<file path="src/csr_pkg.sv">
package csr_pkg;

    // CSR address space
    localparam int CSR_ADDR_W = 14;

    localparam logic [CSR_ADDR_W-1:0] CSR_CRMD   = 14'h000;
    localparam logic [CSR_ADDR_W-1:0] CSR_PRMD   = 14'h001;
    localparam logic [CSR_ADDR_W-1:0] CSR_ECFG   = 14'h004;
    localparam logic [CSR_ADDR_W-1:0] CSR_ESTAT  = 14'h005;
    localparam logic [CSR_ADDR_W-1:0] CSR_ERA    = 14'h006;
    localparam logic [CSR_ADDR_W-1:0] CSR_EENTRY = 14'h00c;
    localparam logic [CSR_ADDR_W-1:0] CSR_SAVE0  = 14'h030;
    localparam logic [CSR_ADDR_W-1:0] CSR_SAVE1  = 14'h031;
    localparam logic [CSR_ADDR_W-1:0] CSR_SAVE2  = 14'h032;
    localparam logic [CSR_ADDR_W-1:0] CSR_SAVE3  = 14'h033;
    localparam logic [CSR_ADDR_W-1:0] CSR_TID    = 14'h040;
    localparam logic [CSR_ADDR_W-1:0] CSR_TCFG   = 14'h041;
    localparam logic [CSR_ADDR_W-1:0] CSR_TVAL   = 14'h042;
    localparam logic [CSR_ADDR_W-1:0] CSR_TICLR  = 14'h044;

    // Exception codes as recorded in ESTAT.Ecode
    localparam int ECODE_W = 6;

    localparam logic [ECODE_W-1:0] ECODE_INT = 6'd0;  // Interrupt
    localparam logic [ECODE_W-1:0] ECODE_SYS = 6'd11; // Syscall
    localparam logic [ECODE_W-1:0] ECODE_BRK = 6'd12; // Breakpoint

    // Interrupt status field of ESTAT and enable field of ECFG
    // Bits 1:0 software, 9:2 hardware lines, 11 timer
    localparam int IS_W = 13;

    // Trap controller sequence, one state per cycle of the trap
    typedef enum logic [1:0] {
        TRAP_IDLE     = 2'd0,
        TRAP_COMMIT   = 2'd1,
        TRAP_REDIRECT = 2'd2
    } trap_state_t;

endpackage

</file>
<file path="src/csr_regfile.sv">
`timescale 1ns/1ps

module csr_regfile import csr_pkg::*; (
    input  logic                  clk,
    input  logic                  rst_n,
    input  logic [CSR_ADDR_W-1:0] addr,
    input  logic                  we,
    input  logic [31:0]           wdata,
    input  logic [7:0]            hwi,
    input  logic                  timer_fire,
    input  logic [31:0]           tcfg_rd,
    input  logic [31:0]           tval_rd,
    input  logic                  trap_commit,
    input  logic                  trap_is_ertn,
    input  logic [ECODE_W-1:0]    trap_ecode,
    input  logic [31:0]           trap_epc,
    output logic [31:0]           rdata,
    output logic                  int_req,
    output logic [31:0]           eentry,
    output logic [31:0]           era
);

    // Bits 10 and 12 of the interrupt field are not implemented
    localparam logic [IS_W-1:0] IS_MASK = 13'h0bff;

    logic [1:0]         crmd_plv;
    logic               crmd_ie;
    logic [1:0]         prmd_pplv;
    logic               prmd_pie;
    logic [IS_W-1:0]    ecfg_lie;
    logic [1:0]         swi_q;
    logic [7:0]         hwi_q;
    logic               ti_q;
    logic [ECODE_W-1:0] ecode_q;
    logic [31:0]        era_q;
    logic [31:6]        eentry_q;
    logic [31:0]        save_q [4];
    logic [31:0]        tid_q;
    logic [IS_W-1:0]    estat_is;
    logic               csr_wr;
    logic               ticlr;

    assign csr_wr   = we && !trap_commit;    // Trap commit wins over an instruction write
    assign ticlr    = csr_wr && (addr == CSR_TICLR) && wdata[0];
    assign estat_is = {1'b0, ti_q, 1'b0, hwi_q, swi_q};

    // Mode, enable and status fields, updated by instructions and traps
    always_ff @(posedge clk or negedge rst_n) begin
        if (!rst_n) begin
            crmd_plv  <= 2'b00;
            crmd_ie   <= 1'b0;
            prmd_pplv <= 2'b00;
            prmd_pie  <= 1'b0;
            ecfg_lie  <= '0;
            swi_q     <= 2'b00;
            ecode_q   <= '0;
        end else if (trap_commit) begin
            if (trap_is_ertn) begin
                crmd_plv <= prmd_pplv;
                crmd_ie  <= prmd_pie;
            end else begin
                prmd_pplv <= crmd_plv;
                prmd_pie  <= crmd_ie;
                crmd_plv  <= 2'b00; // Handler runs at kernel level with interrupts off
                crmd_ie   <= 1'b0;
                ecode_q   <= trap_ecode;
            end
        end else if (csr_wr) begin
            case (addr)
                CSR_CRMD:  {crmd_ie, crmd_plv} <= wdata[2:0];
                CSR_PRMD:  {prmd_pie, prmd_pplv} <= wdata[2:0];
                CSR_ECFG:  ecfg_lie <= wdata[IS_W-1:0] & IS_MASK;
                CSR_ESTAT: swi_q <= wdata[1:0]; // Only the software bits are writable
                default:   ;
            endcase
        end
    end

    // Hardware lines are level sensitive and simply sampled
    always_ff @(posedge clk or negedge rst_n) begin
        if (!rst_n) begin
            hwi_q <= 8'h00;
            ti_q  <= 1'b0;
        end else begin
            hwi_q <= hwi;
            if (timer_fire) begin
                ti_q <= 1'b1;
            end else if (ticlr) begin
                ti_q <= 1'b0;
            end
        end
    end

    always_ff @(posedge clk) begin
        if (trap_commit && !trap_is_ertn) begin
            era_q <= trap_epc;
        end else if (csr_wr) begin
            case (addr)
                CSR_ERA:    era_q <= wdata;
                CSR_EENTRY: eentry_q <= wdata[31:6];
                CSR_SAVE0:  save_q[0] <= wdata;
                CSR_SAVE1:  save_q[1] <= wdata;
                CSR_SAVE2:  save_q[2] <= wdata;
                CSR_SAVE3:  save_q[3] <= wdata;
                CSR_TID:    tid_q <= wdata;
                default:    ;
            endcase
        end
    end

    always_comb begin
        case (addr)
            CSR_CRMD:   rdata = {29'b0, crmd_ie, crmd_plv};
            CSR_PRMD:   rdata = {29'b0, prmd_pie, prmd_pplv};
            CSR_ECFG:   rdata = {19'b0, ecfg_lie};
            CSR_ESTAT:  rdata = {10'b0, ecode_q, 3'b0, estat_is};
            CSR_ERA:    rdata = era_q;
            CSR_EENTRY: rdata = {eentry_q, 6'b0};
            CSR_SAVE0:  rdata = save_q[0];
            CSR_SAVE1:  rdata = save_q[1];
            CSR_SAVE2:  rdata = save_q[2];
            CSR_SAVE3:  rdata = save_q[3];
            CSR_TID:    rdata = tid_q;
            CSR_TCFG:   rdata = tcfg_rd;
            CSR_TVAL:   rdata = tval_rd;
            default:    rdata = 32'b0; // TICLR and unimplemented addresses
        endcase
    end

    assign int_req = crmd_ie && |(estat_is & ecfg_lie);
    assign eentry  = {eentry_q, 6'b0};
    assign era     = era_q;

endmodule

</file>
<file path="src/csr_timer.sv">
`timescale 1ns/1ps

module csr_timer import csr_pkg::*; #(
    parameter int TIMER_BITS = 32
) (
    input  logic                  clk,
    input  logic                  rst_n,
    input  logic [CSR_ADDR_W-1:0] addr,
    input  logic                  we,
    input  logic [31:0]           wdata,
    output logic [31:0]           tcfg_rd,
    output logic [31:0]           tval_rd,
    output logic                  timer_fire
);

    logic [TIMER_BITS-1:0] tcfg_q; // Bit 0 enable, bit 1 periodic, rest initial value
    logic [TIMER_BITS-1:0] cnt_q;
    logic                  running;
    logic                  cfg_we;
    logic [TIMER_BITS-1:0] reload;

    assign cfg_we = we && (addr == CSR_TCFG);
    assign reload = {tcfg_q[TIMER_BITS-1:2], 2'b00}; // Initial value times four

    always_ff @(posedge clk or negedge rst_n) begin
        if (!rst_n) begin
            tcfg_q  <= '0;
            cnt_q   <= '1;
            running <= 1'b0;
        end else if (cfg_we) begin
            tcfg_q  <= wdata[TIMER_BITS-1:0];
            cnt_q   <= {wdata[TIMER_BITS-1:2], 2'b00};
            running <= wdata[0];
        end else if (running) begin
            if (cnt_q == '0) begin
                // A one-shot timer parks at all ones until reconfigured
                running <= tcfg_q[1];
                cnt_q   <= tcfg_q[1] ? reload : '1;
            end else begin
                cnt_q <= cnt_q - 1'b1;
            end
        end
    end

    assign timer_fire = running && (cnt_q == '0);
    assign tcfg_rd    = 32'(tcfg_q);
    assign tval_rd    = 32'(cnt_q);

endmodule

</file>
<file path="src/csr_top.sv">
`timescale 1ns/1ps

module csr_top import csr_pkg::*; #(
    parameter int TIMER_BITS = 32
) (
    input  logic                  clk,
    input  logic                  rst_n,
    input  logic [CSR_ADDR_W-1:0] csr_addr,
    input  logic                  csr_we,
    input  logic [31:0]           csr_wdata,
    output logic [31:0]           csr_rdata,
    input  logic [7:0]            hwi,
    input  logic                  excp_valid,
    input  logic [ECODE_W-1:0]    excp_ecode,
    input  logic [31:0]           excp_epc,
    input  logic                  ertn,
    output logic                  int_req,
    output logic                  busy,
    output logic                  redirect_valid,
    output logic [31:0]           redirect_pc
);

    logic [31:0]        tcfg_rd;
    logic [31:0]        tval_rd;
    logic               timer_fire;
    logic [31:0]        eentry;
    logic [31:0]        era;
    logic               trap_commit;
    logic               trap_is_ertn;
    logic [ECODE_W-1:0] trap_ecode;
    logic [31:0]        trap_epc;

    csr_timer #(
        .TIMER_BITS (TIMER_BITS)
    ) i_timer (
        .clk        (clk),
        .rst_n      (rst_n),
        .addr       (csr_addr),
        .we         (csr_we),
        .wdata      (csr_wdata),
        .tcfg_rd    (tcfg_rd),
        .tval_rd    (tval_rd),
        .timer_fire (timer_fire)
    );

    csr_regfile i_regfile (
        .clk          (clk),
        .rst_n        (rst_n),
        .addr         (csr_addr),
        .we           (csr_we),
        .wdata        (csr_wdata),
        .hwi          (hwi),
        .timer_fire   (timer_fire),
        .tcfg_rd      (tcfg_rd),
        .tval_rd      (tval_rd),
        .trap_commit  (trap_commit),
        .trap_is_ertn (trap_is_ertn),
        .trap_ecode   (trap_ecode),
        .trap_epc     (trap_epc),
        .rdata        (csr_rdata),
        .int_req      (int_req),
        .eentry       (eentry),
        .era          (era)
    );

    csr_trap_ctrl i_trap_ctrl (
        .clk            (clk),
        .rst_n          (rst_n),
        .excp_valid     (excp_valid),
        .excp_ecode     (excp_ecode),
        .excp_epc       (excp_epc),
        .ertn           (ertn),
        .eentry         (eentry),
        .era            (era),
        .trap_commit    (trap_commit),
        .trap_is_ertn   (trap_is_ertn),
        .trap_ecode     (trap_ecode),
        .trap_epc       (trap_epc),
        .busy           (busy),
        .redirect_valid (redirect_valid),
        .redirect_pc    (redirect_pc)
    );

endmodule

</file>
<file path="src/csr_trap_ctrl.sv">
`timescale 1ns/1ps

module csr_trap_ctrl import csr_pkg::*; (
    input  logic               clk,
    input  logic               rst_n,
    input  logic               excp_valid,
    input  logic [ECODE_W-1:0] excp_ecode,
    input  logic [31:0]        excp_epc,
    input  logic               ertn,
    input  logic [31:0]        eentry,
    input  logic [31:0]        era,
    output logic               trap_commit,
    output logic               trap_is_ertn,
    output logic [ECODE_W-1:0] trap_ecode,
    output logic [31:0]        trap_epc,
    output logic               busy,
    output logic               redirect_valid,
    output logic [31:0]        redirect_pc
);

    trap_state_t        state_q;
    trap_state_t        state_d;
    logic               accept;
    logic               is_ertn_q;
    logic [ECODE_W-1:0] ecode_q;
    logic [31:0]        epc_q;

    assign accept = (state_q == TRAP_IDLE) && (excp_valid || ertn);

    always_comb begin
        state_d = state_q;
        case (state_q)
            TRAP_IDLE:     if (accept) state_d = TRAP_COMMIT;
            TRAP_COMMIT:   state_d = TRAP_REDIRECT;
            TRAP_REDIRECT: state_d = TRAP_IDLE;
            default:       state_d = TRAP_IDLE;
        endcase
    end

    always_ff @(posedge clk or negedge rst_n) begin
        if (!rst_n) begin
            state_q <= TRAP_IDLE;
        end else begin
            state_q <= state_d;
        end
    end

    always_ff @(posedge clk) begin
        if (accept) begin
            is_ertn_q <= !excp_valid; // An exception beats a simultaneous return
            ecode_q   <= excp_ecode;
            epc_q     <= excp_epc;
        end
    end

    assign trap_commit    = (state_q == TRAP_COMMIT);
    assign trap_is_ertn   = is_ertn_q;
    assign trap_ecode     = ecode_q;
    assign trap_epc       = epc_q;
    assign busy           = (state_q != TRAP_IDLE);
    assign redirect_valid = (state_q == TRAP_REDIRECT);

    // Register file was updated at the end of the commit cycle
    assign redirect_pc = is_ertn_q ? era : eentry;

endmodule

</file>
<file path="config.mk">
export PLATFORM = sky130hd
export DESIGN_NAME = csr_top
export DESIGN_NICKNAME = d
export VERILOG_FILES = /design/src/csr_pkg.sv /design/src/csr_regfile.sv /design/src/csr_timer.sv /design/src/csr_top.sv /design/src/csr_trap_ctrl.sv
export SDC_FILE = /design/constraint.sdc
export NUM_CORES = 1
export LEC_CHECK = 0
export BUFFER_PORTS_ARGS = -buffer_cell sky130_fd_sc_hd__buf_2
export CORE_MARGIN = 10
export CORE_UTILIZATION = 45
export CTS_BUF_LIST = sky130_fd_sc_hd__clkbuf_4 sky130_fd_sc_hd__clkbuf_8 sky130_fd_sc_hd__clkbuf_16
export DETAILED_ROUTE_END_ITERATION = 12
export GPL_TIMING_DRIVEN = 0
export PLACE_DENSITY = 0.73
export RECOVER_POWER = 50
export SETUP_SLACK_MARGIN = 0.15
export SYNTH_ARGS = -nofsm -noshare
export SYNTH_HDL_FRONTEND = slang
export SYNTH_HIERARCHICAL = 1
export SYNTH_SLANG_ARGS = --single-unit
</file>
<file path="constraint.sdc">
create_clock -name clk -period 5.7 [get_ports clk]
set_input_delay 0.285 -clock clk [delete_from_list [all_inputs] [get_ports clk]]
set_output_delay 0.285 -clock clk [all_outputs]
set_load 0.02 [all_outputs]
</file>
# Yosys cells after proc, flatten, opt, wreduce, memory -nomap -nowiden
# Memories as Yosys holds them, arrays and structs flattened.
# Index checks and enable logic that the tools add are counted.
dict set report op_classes {
  addsub 1
  eq_ne 17
  muxes 57
  bitwise_logic 4
  n_reduce_logical 35
}
# op count
set ops {}
lappend ops {{$pmux 32 s13} 1}
lappend ops {{$mux 32} 11}
lappend ops {{$reduce_or 32->1} 3}
lappend ops {{$eq 14x6->1 const B} 4}
lappend ops {{$eq 14x7->1 const B} 4}
lappend ops {{$eq 14x3->1 const B} 3}
lappend ops {{$logic_not 32->1} 1}
lappend ops {{$mux 1} 32}
lappend ops {{$sub 32x1->32 const B} 1}
lappend ops {{$mux 2} 12}
lappend ops {{$reduce_bool 2->1} 8}
lappend ops {{$reduce_and 3->1} 5}
lappend ops {{$eq 14x1->1 const B} 1}
lappend ops {{$eq 14x4->1 const B} 1}
lappend ops {{$logic_not 14->1} 1}
lappend ops {{$reduce_or 13->1} 1}
lappend ops {{$and 12x12->12} 1}
lappend ops {{$logic_and 1x1->1} 8}
lappend ops {{$reduce_and 2->1} 3}
lappend ops {{$pmux 2 s2} 1}
lappend ops {{$logic_not 1->1} 3}
lappend ops {{$not 1->1} 3}
lappend ops {{$eq 2x1->1 const B} 1}
lappend ops {{$eq 2x2->1 const B} 1}
lappend ops {{4 further kinds} 4}
dict set report word_totals {
  reg_bits 230
  ram_bits 128
  inputBits 97
  out_inout_bits 67
  mem_count 1
}
# name depth width rd rd_clocked_by_memory_dff wr line
set mem_list {}
lappend mem_list {i_regfile.save_q 4 32 4 0 1 csr_regfile.sv:37} ;# logic [31:0] save_q [4];

# Logic depth before layout (Yosys ltp)
dict set report logic_depth {
  ltp_word 10
  depth_mapped 9
  depth_no_buf 8
}

# By module
# The synthesis kept the hierarchy.
# mod instances cells_per_inst area_each_um2 seq_area_each_um2
set by_module_without_submodules {}
lappend by_module_without_submodules {csr_regfile 1 803 11074.4 7397.1}
lappend by_module_without_submodules {csr_timer 1 442 3743.6 1666.6}
lappend by_module_without_submodules {csr_trap_ctrl 1 85 1805.5 1221.2}

# Worst setup path after synthesis
# OpenSTA, ideal clock, no wires.
dict set report synth_timing {
  path_type {input to register}
  startpoint {input csr_addr[0]}
  endpoint {memory i_regfile.save_q[2][0], enable pin}
  setup_time_ns 0.501
  arrival_time_ns 4.453
  required_ns 5.199
  slack_ns 0.745
  path_stages 4
  cell_sequence {clkbuf_1 > clkbuf_1 > or4b_2 > nor4_1}
}
dict set report synth_via {
  elab_chain_cells 9
}
# item line
set synth_lines {}
lappend synth_lines {{start: declaration} csr_top.sv:8} ;# input logic [CSR_ADDR_W-1:0] csr_addr,
lappend synth_lines {{$eq 14x6->1} csr_regfile.sv:98} ;# case (addr)
lappend synth_lines {{$mux 1} csr_regfile.sv:98}
lappend synth_lines {{$mux 1} csr_regfile.sv:97} ;# end else if (csr_wr) begin
lappend synth_lines {{$mux 1} csr_regfile.sv:95} ;# if (trap_commit && !trap_is_ertn) begin
lappend synth_lines {{$mux 1 (implied by the code)} csr_regfile.sv:102} ;# CSR_SAVE1: save_q[1] <= wdata;
lappend synth_lines {{$reduce_or 32->1 (no source line)} --}
lappend synth_lines {{$mux 2 (no source line) / $mux 1 (equally long branches) (3 in series)} --}
lappend synth_lines {{end: declaration} csr_regfile.sv:37}
# Several ways; a longest one is shown, not always the timed one.

# Worst setup path after layout
dict set report layout_timing {
  startpoint {input csr_addr[3]}
  endpoint {output csr_rdata[15]}
}
dict set report layout_via {
  elab_chain_cells 2
}
# item line
set layout_lines {}
lappend layout_lines {{$eq 14x7->1, or another cell as far along} csr_regfile.sv:112} ;# case (addr)
lappend layout_lines {{$pmux 32 s13 *} csr_regfile.sv:112}
lappend layout_lines {{end: declaration} csr_top.sv:11} ;# output logic [31:0] csr_rdata,
# Every way passes the cells marked *; elsewhere a longest branch is shown, timed or not.

==> flow_metrics.env <==
export IMPL_outcome="complete, but fails checks"
export IMPL_violations="negative hold slack, max-capacitance violations, max-slew violations"
export IMPL_die_w_um=212
export IMPL_tritoncts="yes"
export IMPL_place_congestion=0.970
export IMPL_hold_class="input port to flop"
export IMPL_fillers=2985
export IMPL_r2r_slack_ns=2.64
export IMPL_crit_chain="buf_2 -> buf_1 -> nor4_1 -> clkbuf_1 -> a222oi_1 -> o22a_1 -> nand3_1 -> buf_2"
export IMPL_ios=164
export IMPL_tightestPinTransition_ns=2.26
export IMPL_grt_pass1_wl_mm=88.8
export IMPL_clock_root_buffer="clkbuf_16"
export IMPL_synthCells=1330
export IMPL_drc=0
export IMPL_via_per_inst=6.41
export IMPL_cts_max_level=2
export IMPL_clkSlewWorstSetupHoldPaths_ns=0.06
export IMPL_synth_warning_count=6
export IMPL_required_ns=5.41
export IMPL_clock_latency_ns=0.54
export IMPL_setup_slack_ns=1.97
export IMPL_maxSlewHeadroom=-0.507
export IMPL_async_flop_share=0.282
export IMPL_port_buffers=163
export IMPL_setup_viol=0
export IMPL_ant_nets=0
export IMPL_post_drt_wl_per_cell_um=28.6
export IMPL_path_buf_inv=4
export IMPL_slew_viol_final=70
export IMPL_skew_ns=0.0167
export IMPL_powerDensity_mw_per_mm2=329
export IMPL_timing_rr_end="i_regfile/tid_q[25]$_DFFE_PP_"
export IMPL_cts_buffers=37
export IMPL_critPathSlowestCell="nor4_1"
export IMPL_hpwlAfterDp_mm=43.4
export IMPL_firstDrtPassIters=10
export IMPL_ys_ff_latch=358
export IMPL_syn2layout_area_growth_pct=20.3
export IMPL_drtIter0Drc=2158
export IMPL_synth_edf_count=257
export IMPL_cts_buffer_depth=3
export IMPL_wl_mm=60.5
export IMPL_vdd_ir_drop_max_mv=0.399
export IMPL_holdPathStages=3
export IMPL_fin_crit_ns=3.73
export IMPL_fmax_ghz=0.268
export IMPL_rows=70
export IMPL_vias=13500
export IMPL_rr_worst_depth=7
export IMPL_hold_path_startpoint="ertn"
export IMPL_cpMostUsedCell="buf_2"
export IMPL_holdPathEnd="i_trap_ctrl/state_q[0]$_DFFE_PN0P_"
export IMPL_crit_family="simple AND/OR/NAND/NOR gates"
export IMPL_design_area_mm2=0.0200
export IMPL_leakagePower_nw=7.64
export IMPL_antenna_found_initial=1
export IMPL_fin_util=0.548
export IMPL_startpoint_type="input port"
export IMPL_maxCapViolCount=2
export IMPL_die_area_mm2=0.0450
export IMPL_regArea_mm2=0.0103
export IMPL_grtUsageTotal=0.265
export IMPL_crit_type="input port to output port"
export IMPL_rsz0062_at_grt="false"
export IMPL_synth_area_per_cell_um2=12.5
export IMPL_layout_common_cells="nand2_1, edfxtp_1, buf_2, clkbuf_1, a22oi_1"
export IMPL_cp_max_fo=10
export IMPL_die_h_um=212
export IMPL_ys_flop_type="edfxtp_1"
export IMPL_grt_remaining_overflow=0
export IMPL_core_area_mm2=0.0365
export IMPL_hold_viol=1
export IMPL_grt_pass1_vias=13300
export IMPL_antenna_cells=0
export IMPL_netlist_cell_type_count=92
export IMPL_grt_max_degree=68
export IMPL_end_kind="output port"
export IMPL_cp_arrival_ns=3.44
export IMPL_fin_crit_sh=0.654
export IMPL_dp_slack_ns=2.04
export IMPL_whs_ns=-0.000276
export IMPL_nets=1714
export IMPL_clock_sinks=358
export IMPL_critPathMaxStageDelay_ns=1.19
export IMPL_initial_core_util=0.455
export IMPL_synth_area_mm2=0.0166
export IMPL_placed_area_mm2=0.0184
export IMPL_drive_gt1_frac=0.228
export IMPL_r2r_start="i_trap_ctrl/state_q[0]$_DFFE_PN0P_"
export IMPL_ys_seq_area_frac=0.619
export IMPL_ctsResizeCount=0
export IMPL_multi_input_area_mm2=0.00584
[cell families (layout without fill, tap and decap cells)]
group                      Yosys count  after routing  synth area share
adders and majority gates            2              2           0.00151
xor gates and xnor gates             8              8           0.00421
muxes                               78             78            0.0592
DFF                                358            358             0.619
AOI/OAI and AO/OA                  296            296             0.135
buffers and inverters              109            417            0.0340
other                                1              6          0.000226
and+or+nand+nor                    478            478             0.148
[state kept, by name, summed over array words and instances, names as in the netlist]
| register | flops |
|---|---|
| i_regfile/crmd_ie | 1 |
| i_regfile/crmd_plv | 2 |
| i_regfile/ecfg_lie | 11 |
| i_regfile/ecode_q | 6 |
| i_regfile/eentry_q | 26 |
| i_regfile/era | 32 |
| i_regfile/hwi_q | 8 |
| i_regfile/prmd_pie | 1 |
| i_regfile/prmd_pplv | 2 |
| i_regfile/save_q | 128 |
| i_regfile/swi_q | 2 |
| i_regfile/ti_q | 1 |
| i_regfile/tid_q | 32 |
| i_timer/running | 1 |
| i_timer/tcfg_rd | 32 |
| i_timer/tval_rd | 32 |
| i_trap_ctrl/state_q | 2 |
| i_trap_ctrl/trap_ecode | 6 |
| i_trap_ctrl/trap_epc | 32 |
| i_trap_ctrl/trap_is_ertn | 1 |
[final cells by class]
cell class | count | area share
Clock inverter | 16 | 0.00688
Multi-Input combinational cell | 868 | 0.292
Inverter | 13 | 0.00244
Sequential cell | 358 | 0.514
Tap cell | 468 | 0.0293
Buffer | 96 | 0.0258
Clock buffer | 51 | 0.0528
Timing Repair Buffer | 241 | 0.0766
[Yosys cell counts (all sizes together) (6+ instances only)]
| master | instances | area share |
|---|---|---|
| and3 | 8 | 0.0030 |
| nand2b | 7 | 0.0026 |
| a22oi | 71 | 0.032 |
| nor3 | 28 | 0.010 |
| o21ai | 37 | 0.011 |
| or4 | 10 | 0.0050 |
| dfstp | 32 | 0.051 |
| o211ai | 11 | 0.0050 |
| dfrtp | 69 | 0.10 |
| o2bb2ai | 8 | 0.0042 |
| mux2i | 20 | 0.012 |
| a222oi | 24 | 0.014 |
| a211oi | 8 | 0.0036 |
| nor2 | 32 | 0.0072 |
| nand4 | 16 | 0.0064 |
| or3 | 11 | 0.0041 |
| mux2 | 57 | 0.046 |
| clkbuf | 56 | 0.013 |
| nor4b | 8 | 0.0050 |
| o22a | 15 | 0.0079 |
| buf | 40 | 0.018 |
| nor2b | 8 | 0.0030 |
| nand2 | 258 | 0.058 |
| inv | 13 | 0.0029 |
| o22ai | 10 | 0.0038 |
| nand3 | 28 | 0.0084 |
| a21oi | 29 | 0.0090 |
| a22o | 20 | 0.011 |
| or2 | 6 | 0.0023 |
| a32oi | 8 | 0.0042 |
| edfxtp | 257 | 0.46 |
| nand3b | 6 | 0.0027 |
| nor4 | 30 | 0.017 |
[worst max-delay path by stage]
stage	from	endpoint	cells after the start
6_report	csr_addr[3]	csr_rdata[15]	8
5_1_grt	csr_addr[3]	csr_rdata[10]	8
4_1_cts	csr_addr[3]	csr_rdata[15]	8
3_5_place_dp	csr_addr[6]	i_regfile/save_q[1][25]$_DFFE_PP_	11
3_3_place_gp	csr_addr[9]	i_regfile/save_q[3][14]$_DFFE_PP_	5
2_1_floorplan	csr_addr[0]	i_regfile/save_q[2][0]$_DFFE_PP_	4
[per-stage QoR]
stage	power [mW]	std cells	TNS [ns]
6_report	6.57	2111	0
5_1_grt	6.78	2111	0
4_1_cts	6.58	2111	0
3_5_place_dp	4.19	1996	0
3_3_place_gp	4.14	1966	-332.48
2_1_floorplan	3.77	1335	0
[metal layers]
layer | vias to the layer above | share of wire | routed length [um] | track usage
met5 | - | 0 | 0 | 0
met4 | 0 | 0.041 | 2470 | 0.104
li1 | 5734 | - | - | -
met2 | 946 | 0.46 | 28000 | 0.419
met1 | 6668 | 0.38 | 22900 | 0.353
met3 | 174 | 0.12 | 7080 | 0.0520
[report_power, final]
group / switching [mW] / internal [mW] / total (mW) / leakage [nW]
Clock: 1.00 / 1.39 / 2.39 / 0.600
Sequential: 0.108 / 3.06 / 3.17 / 3.56
Combinational: 0.645 / 0.365 / 1.01 / 3.48
[repair_timing]
action	in CTS	in global routing
endpoints found under the hold margin	81	0
setup buffers	0	0
hold buffers	48	0
[worst register-to-register path: cells and delay by family (launching register included)]
kind	cells	cell delay [ns]
simple gates	3	1.31
buf+inv	4	1.05
flops	1	0.40
Note: power is estimated with default switching activity, not from simulation.
